`config.mk`:
```
export PLATFORM = sky130hd
export DESIGN_NAME = bus_arbiter
export DESIGN_NICKNAME = d
export VERILOG_FILES = /design/src/design/fabric_settings.svh /design/src/design/fabric_pkg.sv /design/src/design/bus_arbiter.sv
export SDC_FILE = /design/constraint.sdc
export NUM_CORES = 1
export LEC_CHECK = 0
export BUFFER_PORTS_ARGS = -buffer_cell sky130_fd_sc_hd__clkbuf_2
export CORE_AREA = 3 3 121 123
export CTS_CLUSTER_DIAMETER = 60
export DETAILED_ROUTE_END_ITERATION = 16
export DIE_AREA = 0 0 124 126
export GPL_ROUTABILITY_DRIVEN = 0
export GPL_TIMING_DRIVEN = 0
export PLACE_DENSITY = 0.74
export SLEW_MARGIN = 20
export SYNTH_ARGS = -nofsm -noshare
export SYNTH_HDL_FRONTEND = slang
export SYNTH_SLANG_ARGS = --single-unit
```
`constraint.sdc`:
```
create_clock -name clock -period 1.7 [get_ports clock]
set_input_delay 0.17 -clock clock [delete_from_list [all_inputs] [get_ports clock]]
set_output_delay 0.17 -clock clock [all_outputs]
set_load 0.02 [all_outputs]
```
`src/design/fabric_settings.svh`:
```
`ifndef FABRIC_SETTINGS_SVH
`define FABRIC_SETTINGS_SVH

// Memory map.
`define ITIM_BASE 32'h0000_0000
`define DTIM_BASE 32'h0001_0000
`define TIM_MASK 32'h0000_0FFF

`define TIM_WORDS 1024

`define CLINT_BASE 32'h0200_0000
`define CLINT_MASK 32'h0000_FFFF

// Clock cycles per mtime increment.
`define CLINT_TICK_DIV 4

`endif

```
`src/design/fabric_pkg.sv`:
```
package fabric_pkg;

  typedef logic [31:0] addr_t;
  typedef logic [31:0] data_t;
  typedef logic [3:0] strb_t;  // All zero on a read.
  typedef logic [63:0] time_t;

  typedef enum logic [1:0] {
    IDLE,
    BUSY_INSTR,
    BUSY_DATA
  } arb_state_t;

endpackage

```
`src/design/bus_arbiter.sv`:
```
`timescale 1ns/1ps

module bus_arbiter (
  input  logic clock,
  input  logic reset,
  input  logic instr_valid,
  input  fabric_pkg::addr_t instr_addr,
  input  fabric_pkg::data_t instr_wdata,
  input  fabric_pkg::strb_t instr_wstrb,
  output logic instr_ready,
  output fabric_pkg::data_t instr_rdata,
  output logic instr_error,
  input  logic data_valid,
  input  fabric_pkg::addr_t data_addr,
  input  fabric_pkg::data_t data_wdata,
  input  fabric_pkg::strb_t data_wstrb,
  output logic data_ready,
  output fabric_pkg::data_t data_rdata,
  output logic data_error,
  output logic periph_valid,
  output fabric_pkg::addr_t periph_addr,
  output fabric_pkg::data_t periph_wdata,
  output fabric_pkg::strb_t periph_wstrb,
  input  logic periph_ready,
  input  fabric_pkg::data_t periph_rdata,
  input  logic periph_error
);

  fabric_pkg::arb_state_t state;

  logic instr_held;
  fabric_pkg::addr_t instr_addr_q;
  fabric_pkg::data_t instr_wdata_q;
  fabric_pkg::strb_t instr_wstrb_q;
  logic data_held;
  fabric_pkg::addr_t data_addr_q;
  fabric_pkg::data_t data_wdata_q;
  fabric_pkg::strb_t data_wstrb_q;
  logic issue_instr;
  logic issue_data;

  // Data wins a tie.
  assign issue_data = (state == fabric_pkg::IDLE) && data_held;
  assign issue_instr = (state == fabric_pkg::IDLE) && !data_held && instr_held;

  assign periph_valid = issue_data || issue_instr;
  assign periph_addr = issue_data ? data_addr_q : instr_addr_q;
  assign periph_wdata = issue_data ? data_wdata_q : instr_wdata_q;
  assign periph_wstrb = issue_data ? data_wstrb_q : instr_wstrb_q;

  // Response goes back to the owner of the bus.
  assign instr_ready = (state == fabric_pkg::BUSY_INSTR) && periph_ready;
  assign instr_rdata = periph_rdata;
  assign instr_error = instr_ready && periph_error;
  assign data_ready = (state == fabric_pkg::BUSY_DATA) && periph_ready;
  assign data_rdata = periph_rdata;
  assign data_error = data_ready && periph_error;

  always_ff @(posedge clock) begin
    if (reset == 0) begin
      instr_held <= 1'b0;
      data_held <= 1'b0;
      state <= fabric_pkg::IDLE;
    end else begin
      if (instr_valid) instr_held <= 1'b1;
      else if (issue_instr) instr_held <= 1'b0;
      if (data_valid) data_held <= 1'b1;
      else if (issue_data) data_held <= 1'b0;
      case (state)
        fabric_pkg::IDLE: begin
          if (issue_data) state <= fabric_pkg::BUSY_DATA;
          else if (issue_instr) state <= fabric_pkg::BUSY_INSTR;
        end
        default: begin
          if (periph_ready) state <= fabric_pkg::IDLE;
        end
      endcase
    end
  end

  // Hold registers.
  always_ff @(posedge clock) begin
    if (instr_valid) begin
      instr_addr_q <= instr_addr;
      instr_wdata_q <= instr_wdata;
      instr_wstrb_q <= instr_wstrb;
    end
    if (data_valid) begin
      data_addr_q <= data_addr;
      data_wdata_q <= data_wdata;
      data_wstrb_q <= data_wstrb;
    end
  end

  // A response only arrives for an access in flight.
  assert property (@(posedge clock) disable iff (reset == 0)
    periph_ready |-> state != fabric_pkg::IDLE);

endmodule

```
Word-level counts from Yosys, hierarchy flattened
Index checks and enable logic that the tools add are counted.
Cells by class
  eq/ne operators: 3
  multiplexer cells: 11
  reductions and logical operators: 14
Operators by type and width (number)
  $mux 32: 2
  $mux 2: 4
  $logic_and 1x1->1: 7
  $reduce_bool 2->1: 3
  $mux 1: 4
  $mux 4: 1
  $ne 3x3->1 const B: 1
  $eq 2x1->1 const B: 1
  $eq 2x2->1 const B: 1
  $logic_not 2->1: 1
  $reduce_and 2->1: 1
  $logic_not 1->1: 1
  $logic_or 1x1->1: 1
Storage, ports and cells
  flip-flop bits (word level): 140
  input port bits: 174
  output and inout port bits: 137
  word-level logic and storage cells: 37

Longest topological paths before layout
  depth after elaboration: 6
  depth in mapped cells: 5

Least setup slack after synthesis
OpenSTA, ideal clock, no wires.
  path type: register -> output
  from: register state[1]
  to: output port periph_wdata[25]
  data arrival time: 1432 ps
  path slack: 98 ps
  stages on the path, launching flop included: 6
  cell sequence: dfxtp_1 > buf_2 > nor3b_4 > buf_4 > buf_6 > mux2_1
Between the ends
  longest elaborated chain between the ends: 3
Ends and longest elaborated chain
  start: declaration: RTL line bus_arbiter.sv:29  | fabric_pkg::arb_state_t state;
  start signal: assignment: RTL line bus_arbiter.sv:63  | state <= fabric_pkg::IDLE;
  start signal: assignment: RTL line bus_arbiter.sv:71  | if (issue_data) state <= fabric_pkg::BUSY_DATA;
  start signal: assignment: RTL line bus_arbiter.sv:72  | else if (issue_instr) state <= fabric_pkg::BUSY_INSTR;
  $logic_not 2->1: RTL line bus_arbiter.sv:43  | assign issue_data = (state == fabric_pkg::IDLE) && data_held;
  $logic_and 1x1->1: RTL line bus_arbiter.sv:43
  $mux 32: RTL line bus_arbiter.sv:48  | assign periph_wdata = issue_data ? data_wdata_q : instr_wdata_q;
  end: declaration: RTL line bus_arbiter.sv:22  | output fabric_pkg::data_t periph_wdata,
Every way passes these cells.

Worst setup path in the final report
  from: register state[1]
  to: output port periph_wstrb[0]
Between the ends
  longest elaborated chain between the ends: 3
Ends and longest elaborated chain
  $logic_not 2->1: RTL line bus_arbiter.sv:43
  $logic_and 1x1->1: RTL line bus_arbiter.sv:43
  $mux 4: RTL line bus_arbiter.sv:49  | assign periph_wstrb = issue_data ? data_wstrb_q : instr_wstrb_q;
  end: declaration: RTL line bus_arbiter.sv:23  | output fabric_pkg::strb_t periph_wstrb,
Every way passes these cells.

==> flow_metrics.env <==
export IMPL_regToRegEndpoint="state[1]"
export IMPL_r2r_start="data_held"
export IMPL_antenna_found_initial=0
export IMPL_power_density_nw_per_um2=988
export IMPL_worst_setup_path_start_kind="flop"
export IMPL_cp_required_ns=1.53
export IMPL_cp_end_kind="output port"
export IMPL_finalCritPeriodShare=1.21
export IMPL_worst_setup_path_endpoint="periph_wstrb[0]"
export IMPL_drc_errors=0
export IMPL_critical_path_top_delay_family="buffers and inverters"
export IMPL_std_cell_rows=43
export IMPL_worst_slack_ns=-0.357
export IMPL_fillers=891
export IMPL_max_clock_path_buffers=2
export IMPL_tritoncts="built"
export IMPL_syn_avg_cell_area_um2=18.7
export IMPL_path_common_cell="buf_8"
export IMPL_cts_sinks=140
export IMPL_failed_checks="setup timing"
export IMPL_synth_fp_nets=473
export IMPL_worstSetupPathType="reg -> out"
export IMPL_die_w_um=124
export IMPL_fin_worst_skew_ns=0.00229
export IMPL_rr_worst_depth=7
export IMPL_core_area_um2=13800
export IMPL_syn_to_final_growth_pct=69.8
export IMPL_slew_viol_final=0
export IMPL_syn_area_um2=5590
export IMPL_layout_drive_gt1_share=0.611
export IMPL_crit_chain="nor3b_4 > buf_6 > buf_8 > buf_8 > buf_6 > mux2_4 > buf_8"
export IMPL_dp_slack_ns=-0.342
export IMPL_ys_ff_latch=140
export IMPL_outcome="finished, violations left"
export IMPL_crit_path_top_delay_cell="dfxtp_4"
export IMPL_synthTopCellsByArea="edfxtp_1 (73%), mux2_2 (12%), buf_4 (8.7%), mux2_1 (1.8%), dfxtp_1 (1.4%)"
export IMPL_ys_warnings_count=0
export IMPL_num_io_pins=311
export IMPL_yosysTopAreaCell="edfxtp_1"
export IMPL_grt_pass1_wl_um=24300
export IMPL_finalHoldWorstSlack_ns=0.127
export IMPL_firstDrtPassIters=4
export IMPL_chipHeight_um=126
export IMPL_cts_buffers=17
export IMPL_antenna_left=0
export IMPL_cts_max_level=4
export IMPL_timing_fmax_mhz=486
export IMPL_cap_violations=0
export IMPL_drt_iter0_drc=197
export IMPL_path_buf_inv=5
export IMPL_insertedDiodeCount=0
export IMPL_rsz0062_at_grt="yes"
export IMPL_cts_root_buf="clkbuf_16"
export IMPL_grt_usage=0.211
export IMPL_grt_max_degree=40
export IMPL_p_leak_nw=4.18
export IMPL_fin_crit_ns=2.06
export IMPL_hp_class="in -> reg"
export IMPL_fin_util=0.690
export IMPL_netlist_area_leader_share=0.730
export IMPL_syn_inst=299
export IMPL_regToRegSetupSlack_ns=0.35
export IMPL_path_depth=7
export IMPL_startpoint="state[1]"
export IMPL_layout_common_cells="clkbuf_2 (257), dlygate4sd3_1 (137), edfxtp_1 (136)"
export IMPL_setup_violations=68
export IMPL_initial_core_util=0.406
export IMPL_critPathMaxStageDelay_ns=0.35
export IMPL_hpwl_um=10100
export IMPL_routed_wl_um=16400
export IMPL_hold_depth=3
export IMPL_clk_pin_slew_ns=0.05
export IMPL_worst_slew_pin_slew_ns=0.526
export IMPL_grt_pass1_vias=4581
export IMPL_hold_viol=0
export IMPL_routedWlPerCell_um=17.5
export IMPL_fin_tns_setup_ns=-21.27
export IMPL_clk_latency_ns=0.41
export IMPL_irDropWorstVdd_v=0.000822
export IMPL_vias=4229
export IMPL_synth_cell_types=18
export IMPL_finalPower_mw=9.39
export IMPL_finalNetCount=921
export IMPL_crit_path_max_fanout=6
export IMPL_vias_per_cell=4.50
export IMPL_arrival_ns=1.89
export IMPL_layout_commonest_cell="clkbuf_2"
export IMPL_max_slew_margin=0.650
export IMPL_fp_dieArea_um2=15600
export IMPL_ys_seq_area_frac=0.744
export IMPL_io_buffers=278
export IMPL_grt_overflow=0
==> registers in the layout (all words and copies together) (netlist names) <==
signal / count
data_addr_q: 32
data_wdata_q: 32
instr_addr_q: 32
instr_wdata_q: 32
data_wstrb_q: 4
instr_wstrb_q: 4
state: 2
data_held: 1
instr_held: 1
==> metal layers <==
metal	part of all wire	routed length (µm)	vias up	track usage
met5	0	0	-	0
met4	0.019	312	0	0.0735
met3	0.070	1160	26	0.0557
met2	0.57	9400	197	0.408
met1	0.34	5560	2041	0.211
li1	-	-	1965	-
==> metrics by stage <==
step	cell area, µm²	cells
2_1_floorplan	5590	299
3_3_place_gp	7210	757
3_5_place_dp	7260	759
4_1_cts	9410	937
5_1_grt	9500	940
6_report	9500	940
==> cell usage after synthesis <==
| cell | instances |
|---|---|
| mux2_1 | 9 |
| dfxtp_1 | 4 |
| nor4_1 | 1 |
| o21a_1 | 4 |
| nor3b_1 | 2 |
| nor4b_1 | 1 |
| nor3_1 | 1 |
| edfxtp_1 | 136 |
| mux2_2 | 59 |
| o21ai_0 | 1 |
| nand2_1 | 1 |
| buf_2 | 7 |
| nor3b_4 | 1 |
| and3b_1 | 2 |
| nor2_1 | 2 |
| nor2b_1 | 2 |
| buf_6 | 1 |
| buf_4 | 65 |
==> tightest hold or removal path, stage by stage <==
cell and delay (ns):
clkbuf_2 0.12, nor2b_1 0.05, o21a_1 0.15
==> what timing repair did <==
action | 4_1_cts | 5_1_grt
resized for setup | 43 | 40
endpoints found under the setup margin | 68 | 68
hold endpoints to repair | 138 | 0
setup buffers | 11 | 4
pin swaps | 1 | 1
hold buffers | 137 | 0
==> cell type report <==
class	instances	area, µm²	share of cell area
Clock inverter	12	124	0.0130
Multi-Input combinational cell	86	937	0.0986
Timing Repair Buffer	432	3050	0.321
Sequential cell	140	4170	0.439
Buffer	70	559	0.0589
Tap cell	180	225	0.0237
Clock buffer	20	437	0.0460
==> report_power, final <==
part / total, mW / internal [mW] / switching, mW
clock: 3.48 / 2.14 / 1.34
combinational: 1.74 / 0.915 / 0.830
sequential: 4.16 / 4.09 / 0.0708
total: 9.39 / 7.15 / 2.24
==> cell families after synthesis <==
| group | share of synthesized area |
|---|---|
| compound gates | 0.00626 |
| buf+inv | 0.0955 |
| flops | 0.744 |
| mux | 0.137 |
| simple gates | 0.0170 |
==> worst min path at each step <==
stage	from	endpoint	slack, ns
global route	periph_ready	state[1]	0.13
floorplan	data_addr[0]	data_addr_q[0]	0.27
global placement	data_addr[28]	data_addr_q[28]	0.35
finish	periph_ready	state[1]	0.13
detailed placement	data_addr[17]	data_addr_q[17]	0.35
CTS	periph_ready	state[1]	0.10
Power figures use the tool's default switching activity.
