--- config.mk ---
export PLATFORM = sky130hd
export DESIGN_NAME = clint
export DESIGN_NICKNAME = d
export VERILOG_FILES = /design/src/design/fabric_pkg.sv /design/src/design/clint.sv
export VERILOG_INCLUDE_DIRS = /design/src /design/src/design
export SDC_FILE = /design/constraint.sdc
export NUM_CORES = 1
export LEC_CHECK = 0
export ABC_AREA = 1
export BUFFER_PORTS_ARGS = -buffer_cell sky130_fd_sc_hd__buf_4
export CORE_ASPECT_RATIO = 0.6
export CORE_UTILIZATION = 66
export DETAILED_ROUTE_END_ITERATION = 8
export GPL_TIMING_DRIVEN = 1
export MAX_ROUTING_LAYER = met4
export PLACE_DENSITY = 0.87
export SETUP_SLACK_MARGIN = 0.2
export SLEW_MARGIN = 20
export SYNTH_ARGS = -nofsm -noshare
export SYNTH_HDL_FRONTEND = slang
export SYNTH_SLANG_ARGS = --single-unit
--- constraint.sdc ---
create_clock -name clock -period 5.45 [get_ports clock]
set_input_delay 0.2725 -clock clock [delete_from_list [all_inputs] [get_ports clock]]
set_output_delay 0.2725 -clock clock [all_outputs]
set_load 0.01 [all_outputs]
--- src/design/fabric_settings.svh ---
`ifndef FABRIC_SETTINGS_SVH
`define FABRIC_SETTINGS_SVH

// Memory map.
`define ITIM_BASE 32'h0000_0000
`define DTIM_BASE 32'h0001_0000
`define TIM_MASK 32'h0000_0FFF

`define TIM_WORDS 1024

`define CLINT_BASE 32'h0200_0000
`define CLINT_MASK 32'h0000_FFFF

// Clock cycles per mtime increment.
`define CLINT_TICK_DIV 4

`endif

--- src/design/fabric_pkg.sv ---
package fabric_pkg;

  typedef logic [31:0] addr_t;
  typedef logic [31:0] data_t;
  typedef logic [3:0] strb_t;  // All zero on a read.
  typedef logic [63:0] time_t;

  typedef enum logic [1:0] {
    IDLE,
    BUSY_INSTR,
    BUSY_DATA
  } arb_state_t;

endpackage

--- src/design/clint.sv ---
`timescale 1ns/1ps

`include "fabric_settings.svh"

module clint (
  input  logic clock,
  input  logic reset,
  input  logic valid,
  input  fabric_pkg::addr_t addr,
  input  fabric_pkg::data_t wdata,
  input  fabric_pkg::strb_t wstrb,
  output logic ready,
  output fabric_pkg::data_t rdata,
  output logic msip,
  output logic mtip
);

  localparam logic [15:0] MSIP_OFF = 16'h0000;
  localparam logic [15:0] MTIMECMP_LO_OFF = 16'h4000;
  localparam logic [15:0] MTIMECMP_HI_OFF = 16'h4004;
  localparam logic [15:0] MTIME_LO_OFF = 16'hBFF8;
  localparam logic [15:0] MTIME_HI_OFF = 16'hBFFC;

  localparam int DIV_W = $clog2(`CLINT_TICK_DIV + 1);
  localparam logic [DIV_W-1:0] TICK_LAST = DIV_W'(`CLINT_TICK_DIV - 1);

  logic [DIV_W-1:0] tick_count;
  fabric_pkg::time_t mtime;
  fabric_pkg::time_t mtimecmp;
  fabric_pkg::data_t read_data;
  logic write;

  function automatic fabric_pkg::data_t merge(fabric_pkg::data_t old_word,
                                              fabric_pkg::data_t new_word,
                                              fabric_pkg::strb_t strb);
    fabric_pkg::data_t result;
    result = old_word;
    for (int i = 0; i < 4; i++) begin
      if (strb[i]) result[8*i +: 8] = new_word[8*i +: 8];
    end
    return result;
  endfunction

  assign write = valid && (wstrb != '0);

  always_comb begin
    case (addr[15:0])
      MSIP_OFF: read_data = {31'b0, msip};
      MTIMECMP_LO_OFF: read_data = mtimecmp[31:0];
      MTIMECMP_HI_OFF: read_data = mtimecmp[63:32];
      MTIME_LO_OFF: read_data = mtime[31:0];
      MTIME_HI_OFF: read_data = mtime[63:32];
      default: read_data = '0;
    endcase
  end

  always_ff @(posedge clock) begin
    if (reset == 0) begin
      tick_count <= '0;
      mtime <= '0;
      mtimecmp <= '1;
      msip <= 1'b0;
      mtip <= 1'b0;
      ready <= 1'b0;
    end else begin
      ready <= valid;
      mtip <= mtime >= mtimecmp;
      if (tick_count == TICK_LAST) begin
        tick_count <= '0;
        mtime <= mtime + 1'b1;
      end else begin
        tick_count <= tick_count + 1'b1;
      end
      if (write) begin
        // A write to mtime takes precedence over the tick.
        case (addr[15:0])
          MSIP_OFF: if (wstrb[0]) msip <= wdata[0];
          MTIMECMP_LO_OFF: mtimecmp[31:0] <= merge(mtimecmp[31:0], wdata, wstrb);
          MTIMECMP_HI_OFF: mtimecmp[63:32] <= merge(mtimecmp[63:32], wdata, wstrb);
          MTIME_LO_OFF: mtime <= {mtime[63:32], merge(mtime[31:0], wdata, wstrb)};
          MTIME_HI_OFF: mtime <= {merge(mtime[63:32], wdata, wstrb), mtime[31:0]};
          default: ;
        endcase
      end
    end
  end

  always_ff @(posedge clock) begin
    if (valid) rdata <= read_data;
  end

  // Offsets arrive rebased into the clint window.
  assert property (@(posedge clock) disable iff (reset == 0)
    valid |-> (addr & ~`CLINT_MASK) == '0);

endmodule

# After elaboration in Yosys (flattened, before gate mapping)
# Index checks and enable logic that the tools add are counted.
# totals
regBits	166
latch_bits	0
ramBits	0
rom_bits	0
input_bits	71
out_inout_bits	35
wordCells	69
memories	0
# op_classes
n_addsub	2
multipliers	0
div	0
n_lt_le_gt_ge	1
n_eq_ne	15
shifts	0
muxes	8
bitwise	1
reduce_logical	21
# ops
op	count
32-bit one-hot mux with 5 select lines	1
64-bit two-way mux	2
64-bit one-hot mux with 2 select lines	1
64-bit by 1-bit adder with 64-bit output, second input constant	1
64-bit >= comparator	1
16-bit by 15-bit equality test with 1-bit output, second input constant	2
16-bit equality test, second input constant	2
8-bit two-way mux	4
3-bit AND reduction	9
3-bit inequality test, second input constant	8
16-bit logical NOT	1
2-bit AND reduction	8
2-bit inequality test, second input constant	2
4-bit nonzero test	1
3-bit by 1-bit adder with 3-bit output, second input constant	1
3-bit by 2-bit equality test with 1-bit output, second input constant	1
2-bit OR reduction	1
1-bit logical AND	1
1-bit inverter	1

# Logic depth before layout (Yosys ltp)
# logic_depth
depth_word	4
depth_mapped	17
depth_no_buf	17

# Least setup slack after synthesis
# OpenSTA, ideal clock, no wires.
# synth_timing
path_kind	register -> register
startpoint	register tick_count[0]
endpoint	register mtime[50]
setup_time_ps	117
arrival_time_ps	1697
required_ps	5333
slack_ps	3636
stages_incl_launch_ff	14
path_buffers	0
synth_period_minus_slack_ps	1814
cell_sequence	dfxtp_1 > ha_1 > ha_1 > nand2_1 > nor2_2 > nand2_1 > nor2_2 > inv_2 > nor2_4 > nand2_2 > nor2_1 > nand2_1 > nand3_1 > a21oi_1
# synth_via
elab_chain_len	4
# synth_rtl
item	line_no	text
from (decl)	clint.sv:27	logic [DIV_W-1:0] tick_count;
from (signal assigned)	clint.sv:72	tick_count <= tick_count + 1'b1;
3-bit by 2-bit equality test with 1-bit output *	clint.sv:68	if (tick_count == TICK_LAST) begin
64-bit two-way mux *	clint.sv:68	
64-bit one-hot mux with 2 select lines	clint.sv:76	case (addr[15:0])
64-bit two-way mux *	clint.sv:74	if (write) begin
to (signal assigned)	clint.sv:70	mtime <= mtime + 1'b1;
to (signal assigned)	clint.sv:80	MTIME_LO_OFF: mtime <= {mtime[63:32], merge(mtime[31:0], wdata, wstrb)};
to (signal assigned)	clint.sv:81	MTIME_HI_OFF: mtime <= {merge(mtime[63:32], wdata, wstrb), mtime[31:0]};
to (decl)	clint.sv:28	fabric_pkg::time_t mtime;
# Mark *: on every way between the ends. The rest lies on a longest branch, timed or not.
# A chain may end at the register's enable or synchronous reset.

# Worst setup path in the final report
# layout_timing
startpoint	input port wstrb[1]
endpoint	register mtime[28]
# layout_via
elab_chain_len	4
word_cells_on_any_way	6
classes_between	eq/ne (2); mux (1); reduce/logical (3)
# layout_rtl
item	line_no	text
from (decl)	clint.sv:11	input fabric_pkg::strb_t wstrb,
4-bit nonzero test *	clint.sv:44	assign write = valid && (wstrb != '0);
1-bit logical AND *	clint.sv:44	
3-bit inequality test (no source line) / 2-bit inequality test (equally long branches)	--	
2-bit AND reduction (no source line)	--	
# Marks and branches as above.

==> flow_summary.ini <==
[placement]
gp_congestion = 1.07
dpl.hpwl_um = 30300
numPortBuffers = 89
placed_area_sq_mm = 0.0121

[yosys]
yosysSeqAreaShare_pct = 32.0
asyncSetResetFlopFracSynth_pct = 0
post_synthesis_cell_type_count = 43
ys_warn_count = 0
synth-seq-cells = 166
postSynthAreaPerCell_sq_um = 6.68
synth_fp_nets = 1843
synthesis.area_sq_mm = 0.0114
most_used_dff_post_synth = sky130_fd_sc_hd__dfxtp_1
synth_edf_count = 32
syn-instance-count = 1705

[die]
die_height_um = 104
boundaryPins = 106
num_rows = 36
effective_utilization_at_floorplan_pct = 68.9
die_area_sq_mm = 0.0178
die_x_um = 172
placeableCoreArea_sq_mm = 0.0165

[setup_path]
crit_path_end_kind = flip-flop
r2r_cell_count = 7
start_kind = input port
crit_required_ps = 5820
crit_arrival_ps = 3710
worst-path-max-fanout = 53
criticalPathCategory = in2reg

[clock_tree]
clkSlewWorstSetupHoldPaths_ps = 70
cts_tree = done
clk_latency_ps = 450
cts.sinks = 166
post_cts_resize_count = 0
ctsRootBufferMaster = sky130_fd_sc_hd__clkbuf_16
htree_num_levels = 4
cts.repair_timing.setup_buffer_count = 0
numCtsBuffers = 17
cts.hold.buffers_added = 0
ctsLongestPathBuffers = 2

[status]
run_status = completed

[layout]
final_layout_size_suffix_gt1_share_pct = 10.7
final_nets = 1901
n_fill_cell = 1196
antenna_cells_inserted = 0
design_area_sq_mm = 0.0127
syn2layout_area_growth_pct = 11.8

[routing]
detailedRoute.firstPassIterationCount = 7
drt_iter0_markers = 2241
detail_route.vias_per_cell = 6.35
vias = 12700
drt-total-wl_um = 41900
post-route-drc-count = 0
drtAntennaViolNets = 0
avgRoutedWirePerCell_um = 20.9

[power_and_ir_drop]
powerDensity_mw_per_mm2 = 214
p_leak_nw = 6.35
peakVddDrop_v = 0.000293

[sta]
unrepaired_setup_endpoints_after_global_routing = false
clock.fmax_mhz = 300
post_route_fraction_of_the_period_consumed_by_the_critical_path_pct = 61.2
report.final.hold_viol_count = 0
slew_headroom_pct = 24.4
finalClockSkew_ps = 12.3
setup_viol = 0
finalCriticalPeriod_ps = 3340
maxSlewViolCount = 0
worst-slew-pin-transition_ps = 1130
tns_ps = 0

[job]
max-cap-violations = 0

[min_path]
worst_hold_path.num_cells = 3
timing.hold.worst.class = in2reg

[global_routing]
grt.overflow.total = 0
vias_in_the_first_global_route = 11700
grt_util_all_layers_pct = 49.2
grt_start_max_net_pins = 95
grt_first_pass_wirelength_um = 64300
antenna_found_initial = 0
==> flip-flops by register name (all words and copies together) (netlist names) <==
register and count:
mtimecmp 64, mtime 64, mtip 1, msip 1, tick_count 3, ready 1
rdata 32
==> layout by cell type (no fill, tap or decap), drive strengths merged, types with 4 or more instances in the layout <==
cell    netlist  final
nand2       454    454
inv         261    263
nor2        230    230
dfxtp       134    134
a21oi       101    101
nand3        98     98
buf          25     95
ha           67     67
o211ai       65     65
nand4        40     40
o22ai        36     36
nor3         35     35
edfxtp       32     32
o221ai       27     27
o21ai        26     26
xor2         24     24
clkbuf       31     22
nor4          4      4
nand3b        4      4
or2           4      4
==> final cells by class <==
type                            instances  area, sq um  share of cell area (%)
Clock buffer                           22          474                    3.72
Clock inverter                         10          144                    1.13
Inverter                              261          980                    7.69
Multi-Input combinational cell       1222         6510                    51.0
Sequential cell                       166         3640                    28.6
Tap cell                              228          285                    2.24
Timing Repair Buffer                   95          713                    5.60
==> metrics by stage <==
| stage | utilization [%] | setup WS (ps) | hold slack, ps | total power, mW | instances |
|---|---|---|---|---|---|
| after floorplan | - | 3640 | 366 | 1.36 | 1705 |
| after global placement | 73.4 | 2090 | 411 | 1.44 | 1972 |
| after detailed placement | 73.4 | 2000 | 419 | 1.44 | 1972 |
| after CTS | 77.1 | 2440 | 143 | 2.71 | 2004 |
| after global routing | 77.1 | 2170 | 159 | 2.77 | 2004 |
| final | 77.1 | 2110 | 138 | 2.73 | 2004 |
==> cell usage after synthesis, drive strengths merged (24+ instances only) <==
| library cell | n | area [sq um] |
|---|---|---|
| a21oi | 101 | 554 |
| buf | 25 | 163 |
| clkbuf | 31 | 116 |
| dfxtp | 134 | 2680 |
| edfxtp | 32 | 961 |
| ha | 67 | 838 |
| inv | 261 | 980 |
| nand2 | 454 | 1750 |
| nand3 | 98 | 513 |
| nand4 | 40 | 256 |
| nor2 | 230 | 921 |
| nor3 | 35 | 213 |
| o211ai | 65 | 488 |
| o21ai | 26 | 149 |
| o221ai | 27 | 236 |
| o22ai | 36 | 225 |
| xor2 | 24 | 210 |
==> final timing paths <==
check	startpoint	slack [ps]	end
setup reg to reg	mtime[32]$_SDFFE_PN0P_	2680	mtime[62]$_SDFFE_PN0P_
hold / removal	wdata[31]	140	mtimecmp[31]$_SDFFE_PN1P_
hold reg to reg	tick_count[0]$_SDFF_PP0_	420	tick_count[0]$_SDFF_PP0_
setup / recovery	wstrb[1]	2110	mtime[28]$_SDFFE_PN0P_
==> cells by family (layout without fill, tap and decap cells) <==
logic type | Yosys count | count (layout) | synth area share, %
simple gates | 871 | 871 | 32.9
buf+inv | 317 | 388 | 11.0
compound gates | 260 | 260 | 14.9
flops | 166 | 166 | 32.0
fa+ha+maj | 67 | 67 | 7.36
xor+xnor | 24 | 24 | 1.84
==> power by group <==
group          internal (mW)  switching (mW)  total, mW
Clock                  0.762           0.548       1.31
Sequential              1.26         0.00471       1.27
Combinational         0.0545           0.101      0.156
Total                   2.08           0.654       2.73
==> worst max-delay path: stages <==
cell	delay, ps
sky130_fd_sc_hd__buf_4	120
sky130_fd_sc_hd__inv_1	100
sky130_fd_sc_hd__nand4_1	100
sky130_fd_sc_hd__nand2_1	720
sky130_fd_sc_hd__inv_2	670
sky130_fd_sc_hd__o2111ai_4	260
sky130_fd_sc_hd__buf_4	580
sky130_fd_sc_hd__inv_1	370
sky130_fd_sc_hd__or2_2	380
sky130_fd_sc_hd__a21oi_2	120
==> metal layers <==
metal	GRT usage, %	vias up	wire, um
li1	-	5729	-
met1	66.7	5730	16300
met2	67.5	1103	16700
met3	17.2	173	7340
met4	16.2	0	1510
met5	-	-	0
Note: power is estimated with default switching activity, not from simulation.
