==> src/design/fabric_settings.svh <==
`ifndef FABRIC_SETTINGS_SVH
`define FABRIC_SETTINGS_SVH

// Memory map.
`define ITIM_BASE 32'h0000_0000
`define DTIM_BASE 32'h0001_0000
`define TIM_MASK 32'h0000_0FFF

`define TIM_WORDS 1024

`define CLINT_BASE 32'h0200_0000
`define CLINT_MASK 32'h0000_FFFF

// Clock cycles per mtime increment.
`define CLINT_TICK_DIV 4

`endif

==> src/design/fabric_pkg.sv <==
package fabric_pkg;

  typedef logic [31:0] addr_t;
  typedef logic [31:0] data_t;
  typedef logic [3:0] strb_t;  // All zero on a read.
  typedef logic [63:0] time_t;

  typedef enum logic [1:0] {
    IDLE,
    BUSY_INSTR,
    BUSY_DATA
  } arb_state_t;

endpackage

==> src/design/periph_decoder.sv <==
`timescale 1ns/1ps

`include "fabric_settings.svh"

module periph_decoder (
  input  logic clock,
  input  logic reset,
  input  logic periph_valid,
  input  fabric_pkg::addr_t periph_addr,
  input  fabric_pkg::data_t periph_wdata,
  input  fabric_pkg::strb_t periph_wstrb,
  output logic periph_ready,
  output fabric_pkg::data_t periph_rdata,
  output logic periph_error,
  output logic clint_valid,
  output fabric_pkg::addr_t clint_addr,
  output fabric_pkg::data_t clint_wdata,
  output fabric_pkg::strb_t clint_wstrb,
  input  logic clint_ready,
  input  fabric_pkg::data_t clint_rdata
);

  logic clint_hit;
  logic error_ready;

  assign clint_hit = (periph_addr & ~`CLINT_MASK) == `CLINT_BASE;

  assign clint_valid = periph_valid && clint_hit;
  assign clint_addr = periph_addr - `CLINT_BASE;  // Offset into the clint.
  assign clint_wdata = periph_wdata;
  assign clint_wstrb = periph_wstrb;

  // Error responder for unmapped addresses.
  always_ff @(posedge clock) begin
    if (reset == 0) begin
      error_ready <= 1'b0;
    end else begin
      error_ready <= periph_valid && !clint_hit;
    end
  end

  assign periph_ready = clint_ready || error_ready;
  assign periph_rdata = error_ready ? '0 : clint_rdata;
  assign periph_error = error_ready;

  // Every target answers in one cycle.
  assert property (@(posedge clock) disable iff (reset == 0)
    periph_valid |=> periph_ready);

endmodule

==> config.mk <==
export PLATFORM = sky130hd
export DESIGN_NAME = periph_decoder
export DESIGN_NICKNAME = d
export VERILOG_FILES = /design/src/design/fabric_pkg.sv /design/src/design/periph_decoder.sv
export VERILOG_INCLUDE_DIRS = /design/src /design/src/design
export SDC_FILE = /design/constraint.sdc
export NUM_CORES = 1
export LEC_CHECK = 0
export ABC_AREA = 0
export BUFFER_PORTS_ARGS = -buffer_cell sky130_fd_sc_hd__buf_2
export CAP_MARGIN = 0
export CELL_PAD_IN_SITES_DETAIL_PLACEMENT = 1
export CELL_PAD_IN_SITES_GLOBAL_PLACEMENT = 2
export CORE_ASPECT_RATIO = 0.8
export CORE_UTILIZATION = 10
export CTS_CLUSTER_DIAMETER = 200
export DETAILED_ROUTE_END_ITERATION = 16
export HOLD_SLACK_MARGIN = 0.08
export PLACE_DENSITY = 0.95
export SLEW_MARGIN = 20
export SYNTH_ARGS = -nofsm -noshare
export SYNTH_HDL_FRONTEND = slang
export SYNTH_SLANG_ARGS = --single-unit
==> constraint.sdc <==
create_clock -name clock -period 2.9 [get_ports clock]
set_clock_uncertainty 0.05 [all_clocks]
set_input_delay 0.58 -clock clock [delete_from_list [all_inputs] [get_ports clock]]
set_output_delay 0.58 -clock clock [all_outputs]
set_load 0.02 [all_outputs]
## After elaboration in Yosys (flattened, before gate mapping)

Index checks and enable logic that the tools add are counted.

| storage, ports and cells | value |
|---|---|
| bits in registers | 1 |
| output and inout bits | 103 |
| word-level logic and storage cells | 8 |
| input bits | 104 |

| operators by class | value |
|---|---|
| equal/unequal tests | 1 |
| add/sub/neg operators | 1 |
| mux-type cells | 1 |
| reductions and logical operators | 4 |

Operator list:

| cell | number |
|---|---|
| $mux W32 | 1 |
| $sub A32 B26 Y32 const B | 1 |
| $eq A16 B10 Y1 const B | 1 |
| $logic_and A1 B1 Y1 | 2 |
| $logic_not A1 Y1 | 1 |
| $logic_or A1 B1 Y1 | 1 |

## Depth between registers and ports, before layout

Gate-level depths: netlist of run 1.

| depth | value |
|---|---|
| depth in word-level cells | 3 |
| gate-level depth with buffers | 4 |
| depth with buffers taken out | 4 |

## Least setup slack after synthesis of run 1

OpenSTA, ideal clock, no wires.

| path | value |
|---|---|
| path kind | in2out |
| start point | input periph_addr[27] |
| end point | output clint_addr[30] |
| stages on the path | 3 |
| path slack | 0.664 ns |
| arrival time | 1.606 ns |
| required time | 2.270 ns |
| buffers on the path | 0 |
| cells stage by stage | or4_1 > nor2_1 > xor2_1 |

| on the way | value |
|---|---|
| cells in the longest elaborated chain, start to end | 1 |

Ends and longest elaborated chain:

| what | RTL line | source |
|---|---|---|
| start: declaration | periph_decoder.sv:9 | `input fabric_pkg::addr_t periph_addr,` |
| $sub A32 B26 Y32 (no source line) | -- |  |
| end: declaration | periph_decoder.sv:16 | `output fabric_pkg::addr_t clint_addr,` |

Every way passes these cells.

## Final worst setup path of run 1

Same ends and word-level chain as after synthesis.

==> impl_metrics.toml, run 1 <==
[place]
place_ws_ns = 0.498
gp_congestion = 0.742
io_buffers = 102
dp_hpwl_mm = 2.70

[worst_hold_path]
hold_class = "primary input to flip-flop"
hold_start = "reset"

[timing]
setup_viol = 0
max_slew.worst_pin.slew_ns = 0.446
setup_slack_ns = 0.561
clock.fmax_mhz = 427
period_needed_ns = 2.34
slew_violations = 0
final.setup.tns_ns = 0
timing.final.crit_share_pct = 80.7
rsz0062_at_grt = "no"
hold_viol = 0
slew_headroom_pct = 70.0

[global_routing]
grt_pass1_vias = 820
grt_overflow_total = 0
grt_max_degree = 24
antenna_found_initial = 0
grt_usage_pct = 6.32
grt_pass1_wl_mm = 4.49

[synth]
avgSynthCellArea_sq_um = 6.91
syn_nets = 226
synthCells = 121
synth-seq-cells = 1
synth_area_sq_um = 836
yosys_warnings = 0
synth_seq_area_share_pct = 2.40
synth.distinct_cells = 17

[drt]
vias = 838
drc = 0
wire_per_inst_microns = 11.3
drtIter0Drc = 20
viasPerCell = 3.12
drt_pass1_iterations = 2
antenna_left = 0
routed_wl_mm = 3.03

[setup_path]
crit_start = "periph_addr[27]"
critical_path_class = "primary input to output pin"
cp-end-kind = "output pin"
cp_max_fo = 5
crit_arrival_ns = 1.71
required_ns = 2.27
critPathLaunchType = "primary input"

[floorplan]
dieArea_sq_um = 8730
core_area_sq_um = 8020
chipWidth_microns = 104
rows = 29
die_y_microns = 83.8
start_util_pct = 10.4
io_pins = 207

[finish]
n_antenna_cell = 0
area_delta_synth_final_pct = 22.9
largest_register_ffs = 1
num-fill-cells = 1011
fin_util_pct = 12.8
drive_gt1_share_pct = 65.2
fin_nets = 268

[power]
p_leak_nw = 0.585
p_per_area_nw_per_um2 = 190
peakVddDrop_v = 0.0000423

[clocking]
post_cts_buffers = 0
clk_pin_slew_worst_paths_ns = 0
cts-resized-gates = 0
postCtsHoldBufs = 0

[flow_run]
cap_violations = 0

[outcome]
outcome = "finished clean"
==> report_power, final <==
group / switching, W / internal [W] / leakage (nW)
Clock: 0 / 0 / 0
Sequential: 0.00000217 / 0.0000148 / 0.00834
Combinational: 0.000105 / 0.0000733 / 0.576
Total: 0.000108 / 0.0000881 / 0.585
==> through the flow <==
stage | area [sq um] | power (W) | hold WS (ns) | std cells
3_5_place_dp | 1030 | 0.000197 | 0.777 | 269
5_1_grt | 1030 | 0.000210 | 0.783 | 269
4_1_cts | 1030 | 0.000198 | 0.777 | 269
2_1_floorplan | 836 | 0.000224 | 0.676 | 121
6_report | 1030 | 0.000196 | 0.772 | 269
3_3_place_gp | 1030 | 0.000194 | 0.767 | 269
==> placed cells by master, fill, tap and decap left out, drive strengths merged, types with 2 or more instances in the layout <==
cell type	count
inv	4
nor2b	32
xor2	2
xnor2	2
nand2	3
nor4	3
buf	104
nor2	3
==> kinds of logic after synthesis <==
group                    Yosys count  synth area share, %
AO/OA/AOI/OAI                      1                0.899
AND/OR/NAND/NOR                   46                 33.1
XOR/XNOR                           4                 4.19
flip-flops                         1                 2.40
adder cells (fa/ha/maj)            1                 1.50
buffers and inverters             68                 57.9
==> area by class of cell <==
class,count,area [sq um],area share [%]
multi-input combinational,52,332,32.3
inverter,4,15.0,1.46
tap,108,135,13.2
sequential,1,20.0,1.95
timing repair buffer,104,526,51.2
==> layer usage <==
| layer | track usage (%) | share of wire, % | vias to the layer above |
|---|---|---|---|
| met5 | 2.98 | 0 | - |
| met4 | 0.260 | 0 | 0 |
| met3 | 4.53 | 15 | 0 |
| met2 | 9.27 | 46 | 81 |
| met1 | 7.57 | 39 | 364 |
| li1 | - | - | 393 |
==> worst max-delay path: stages <==
cell and delay [ns]:
buf_2 0.13, or4_1 0.55, nor2_1 0.13, xor2_1 0.14, buf_2 0.17
==> path summary, 6_finish.rpt <==
| path | slack [ns] | endpoint | cells after the start |
|---|---|---|---|
| max | 0.56 | clint_addr[30] | 5 |
| min | 0.77 | periph_error$_SDFF_PN0_ | 2 |
==> cell usage after synthesis <==
cell type / count / area, sq um
buf_4: 61 / 458
nor2b_1: 32 / 200
inv_1: 4 / 15.0
clkbuf_1: 3 / 11.3
nand2_1: 3 / 11.3
nor2_1: 3 / 11.3
nor4_1: 3 / 18.8
xnor2_1: 2 / 17.5
xor2_1: 2 / 17.5
and3_1: 1 / 6.26
dfxtp_1: 1 / 20.0
ha_1: 1 / 12.5
nand4_1: 1 / 6.26
nor4b_1: 1 / 8.76
o31ai_1: 1 / 7.51
or2_2: 1 / 6.26
or4_1: 1 / 7.51
No activity file was read; power rests on OpenSTA's default activity.
==> run 2, diff against run 1 <==
- ABC_AREA: 0 -> 1
- clock period: 2.9 -> 2.4 ns (I/O delays scaled with it)
==> run 2 against run 1 <==
  * Combinational power increased by 25%
  * Global-route usage decreased by 1.2 points
  * Worst setup slack got worse by 0.057 ns
  * Critical path depth increased by 1
  * Largest power group unchanged
==> impl_metrics.toml, run 2 <==
[synth]
synth_seq_area_share_pct = 2.16
synthCells = 165
yosys_warnings = 0
synth_top_area_share_pct = 49.5
synth-edff-count = 0
netlist_top_cells_count = "buf_4, nor2_1, inv_1, nand2_1"
synth-main-ff-cell = "dfxtp_1"
synthArstFlopShare_pct = 0
synth_area_sq_um = 926
synth_top_area_cell = "buf_4"
avgSynthCellArea_sq_um = 5.61
synth-seq-cells = 1
synth_area_leaders = "buf_4, nor2_1, inv_1"
syn_nets = 270
synth.distinct_cells = 16
yosys.cell_count.top_type = "buf_4"

[power]
peakVddDrop_v = 0.0000346
p_leak_nw = 0.749
p_per_area_nw_per_um2 = 218

[timing]
period_needed_ns = 1.90
slew_violations = 0
max_slew.worst_pin.slew_ns = 0.322
rsz0062_at_grt = "no"
final.setup.tns_ns = 0
timing.final.crit_share_pct = 79.0
hold_viol = 0
setup_slack_ns = 0.504
setup_viol = 0
clock.fmax_mhz = 527
slew_headroom_pct = 78.5

[global_routing]
grt_usage_pct = 5.13
grt_pass1_wl_mm = 3.86
grt_overflow_total = 0
antenna_found_initial = 0
grt_max_degree = 35
grt_pass1_vias = 797

[setup_path]
cp-end-kind = "output pin"
critPathLaunchType = "primary input"
critical_path_class = "primary input to output pin"
crit_arrival_ns = 1.37
required_ns = 1.87
cp_max_fo = 5

[drt]
wire_per_inst_microns = 9.66
drt_pass1_iterations = 4
antenna_left = 0
drtIter0Drc = 12
routed_wl_mm = 3.07
vias = 1009
viasPerCell = 3.17
drc = 0

[floorplan]
start_util_pct = 10.2
rows = 31
core_area_sq_um = 9040
dieArea_sq_um = 9650
chipWidth_microns = 110
io_pins = 207
die_y_microns = 88.1

[clocking]
postCtsHoldBufs = 0
cts-resized-gates = 0
post_cts_buffers = 0
clk_pin_slew_worst_paths_ns = 0

[flow_run]
cap_violations = 0

[place]
post-place-cells = 318
dp_hpwl_mm = 2.78
io_buffers = 102
place_area_sq_um = 1110
gp_congestion = 0.698
place_ws_ns = 0.487

[outcome]
outcome = "finished clean"

[finish]
drive_gt1_share_pct = 53.7
n_antenna_cell = 0
area_delta_synth_final_pct = 20.0
final_cells = 318
largest_register_ffs = 1
fin_nets = 310
layout_commonest_cell = "buf_2"
design_area_sq_um = 1110
final_cell_mix = "buf_2, nor2_1, inv_1"

[worst_hold_path]
hold_class = "primary input to flip-flop"
## run 2: layout make-up
class,instances,area [sq um]
Multi-Input combinational cell,63,294
Fill cell,1166,7930
Inverter,36,135
Sequential cell,1,20.0
Timing Repair Buffer,103,518
Tap cell,115,144
## run 2: power breakdown
part	total (W)	switching, W	internal, W
logic	0.000224	0.000138	0.0000863
registers	0.0000181	0.000000275	0.0000179
clock network	0	0	0
total	0.000243	0.000138	0.000104
## run 2: worst paths after layout
check | end | start | cells after the start
setup / recovery | clint_addr[31] | periph_addr[25] | 6
hold / removal | periph_error$_SDFF_PN0_ | reset | 3
## run 2: per-layer routing
metal / wire length [microns] / track usage (%) / share of wire, % / vias up
met4: 0 / 0 / 0 / 0
met2: 1430 / 7.83 / 47 / 102
met1: 1020 / 4.87 / 33 / 430
met3: 618 / 5.95 / 20 / 0
li1: - / - / - / 477
met5: 0 / 0 / 0 / -
## run 2: cells by family after synthesis
family                     count (synthesis)  synth area share (%)
adders and majority gates                  1                  1.35
buffers and inverters                    101                  66.1
xor gates and xnor gates                   5                  4.73
DFF                                        1                  2.16
AOI/OAI and AO/OA                          1                 0.540
and+or+nand+nor                           56                  25.1
## run 2: critical path, stage by stage
cell and delay [ns]:
buf_2 0.10, inv_2 0.09, ha_1 0.20, nand3_1 0.13
xnor2_1 0.17, buf_2 0.19
## run 2: stage by stage
step	utilization (%)	hold WS (ns)	total power, W
finish	12.3	0.674	0.000243
global route	12.3	0.708	0.000267
CTS	12.3	0.675	0.000248
detailed placement	12.3	0.670	0.000247
global placement	12.3	0.672	0.000242
floorplan	-	0.546	0.000279
==> run 3, diff against run 2 <==
- ABC_AREA: 1 -> 0
- clock period: 2.4 -> 1.7 ns (I/O delays scaled with it)
==> run 3 against run 2 <==
  * Final cell count fell by 12%
  * Highest routed layer unchanged
  * The run now ends with setup timing left
  * Critical path depth fell by 1
  * Hold slack got worse by 0.11 ns
  * Die area fell by 9.5%
  * Largest cell class unchanged
==> impl_metrics.toml, run 3 (synthesis results as in run 1) <==
[finish]
area_delta_synth_final_pct = 50.4
layout_commonest_cell = "buf_2"
final_cells = 281
n_antenna_cell = 0
drive_gt1_share_pct = 72.3
fin_nets = 280
fin_util_pct = 15.7
largest_register_ffs = 1
final_cell_mix = "buf_2, nor2b_1, buf_4"

[place]
dp_hpwl_mm = 2.79
post-place-cells = 278
gp_congestion = 0.713
io_buffers = 102

[floorplan]
die_y_microns = 83.8
core_area_sq_um = 8020
dieArea_sq_um = 8730
chipWidth_microns = 104
rows = 29
start_util_pct = 10.4
io_pins = 207

[drt]
vias = 881
routed_wl_mm = 3.22
drtIter0Drc = 13
antenna_left = 0
drt_pass1_iterations = 3
drc = 0
viasPerCell = 3.14
wire_per_inst_microns = 11.5

[setup_path]
critical_path_class = "primary input to output pin"
critical_path.top_delay_family = "simple AND/OR/NAND/NOR gates"
required_ns = 1.31
cp_max_fo = 3
critPathLaunchType = "primary input"
max_stage_delay_ns = 0.55
cpMaxStageDelayCell = "or4_4"
cp_num_buf_inv = 2
cp-end-kind = "output pin"
crit_end = "clint_addr[30]"
crit_arrival_ns = 1.39
crit_start = "periph_addr[27]"
cp.depth = 5
cp_cell_sequence = "buf_8 -> or4_4 -> nor2_4 -> xor2_2 -> buf_6"

[power]
peakVddDrop_v = 0.0000799
p_leak_nw = 0.675
p_per_area_nw_per_um2 = 303

[timing]
setup_slack_ns = -0.0767
slew_headroom_pct = 85.4
rsz0062_at_grt = "yes"
period_needed_ns = 1.78
slew_violations = 0
setup_viol = 1
clock.fmax_mhz = 563
max_slew.worst_pin.slew_ns = 0.217
timing.final.crit_share_pct = 105
hold_viol = 0
hold_ws_ns = 0.564

[global_routing]
grt_pass1_wl_mm = 4.62
grt_overflow_total = 0
grt_pass1_vias = 917
antenna_found_initial = 0
grt_max_degree = 20
grt_usage_pct = 6.46

[outcome]
outcome = "finished, violations left"
failed_checks = "setup timing"

[clocking]
clk_pin_slew_worst_paths_ns = 0

[worst_hold_path]
hold_class = "primary input to flip-flop"

[flow_run]
cap_violations = 0
[run 3: how the worst min path moves through the flow]
stage	startpoint	cells after the start	slack, ns	to
2_1_floorplan	periph_valid	1	0.44	periph_error$_SDFF_PN0_
3_3_place_gp	reset	2	0.56	periph_error$_SDFF_PN0_
3_5_place_dp	reset	2	0.56	periph_error$_SDFF_PN0_
4_1_cts	reset	2	0.57	periph_error$_SDFF_PN0_
5_1_grt	reset	2	0.59	periph_error$_SDFF_PN0_
6_report	reset	2	0.56	periph_error$_SDFF_PN0_
[run 3: report_power, final]
group | internal, W | switching (W) | total, W
clock | 0 | 0 | 0
sequential | 0.0000252 | 0.000000274 | 0.0000255
combinational | 0.000158 | 0.000198 | 0.000355
total | 0.000183 | 0.000198 | 0.000381
[run 3: repair_timing]
item,in CTS,in global routing
gates resized for setup,18,10
buffers inserted,1,2
hold buffers,0,0
pin swaps,7,7
setup endpoints to repair,3,2
[run 3: layer usage]
| metal | global-route usage [%] | up-vias | share of wire [%] |
|---|---|---|---|
| met4 | 0.260 | 0 | 0 |
| met1 | 7.02 | 379 | 36 |
| met3 | 5.07 | 0 | 17 |
| met5 | 0 | - | 0 |
| met2 | 10.4 | 88 | 48 |
| li1 | - | 414 | - |
[run 3: per-stage QoR]
step | TNS, ns | instance area, sq um | total power [W] | worst slack, ns
3_5_place_dp | -0.490 | 1100 | 0.000352 | -0.228
2_1_floorplan | 0 | 846 | 0.000383 | 0.0194
3_3_place_gp | -0.329 | 1100 | 0.000349 | -0.197
4_1_cts | -0.156 | 1190 | 0.000370 | -0.115
5_1_grt | -0.148 | 1260 | 0.000405 | -0.105
6_report | -0.0767 | 1260 | 0.000381 | -0.0767
[run 3: final cells by class]
cell class                      instances  area (sq um)
Fill cell                            1004          6760
Inverter                                4          15.0
Multi-Input combinational cell         52           400
Sequential cell                         1          20.0
Tap cell                              108           135
Timing Repair Buffer                  116           687
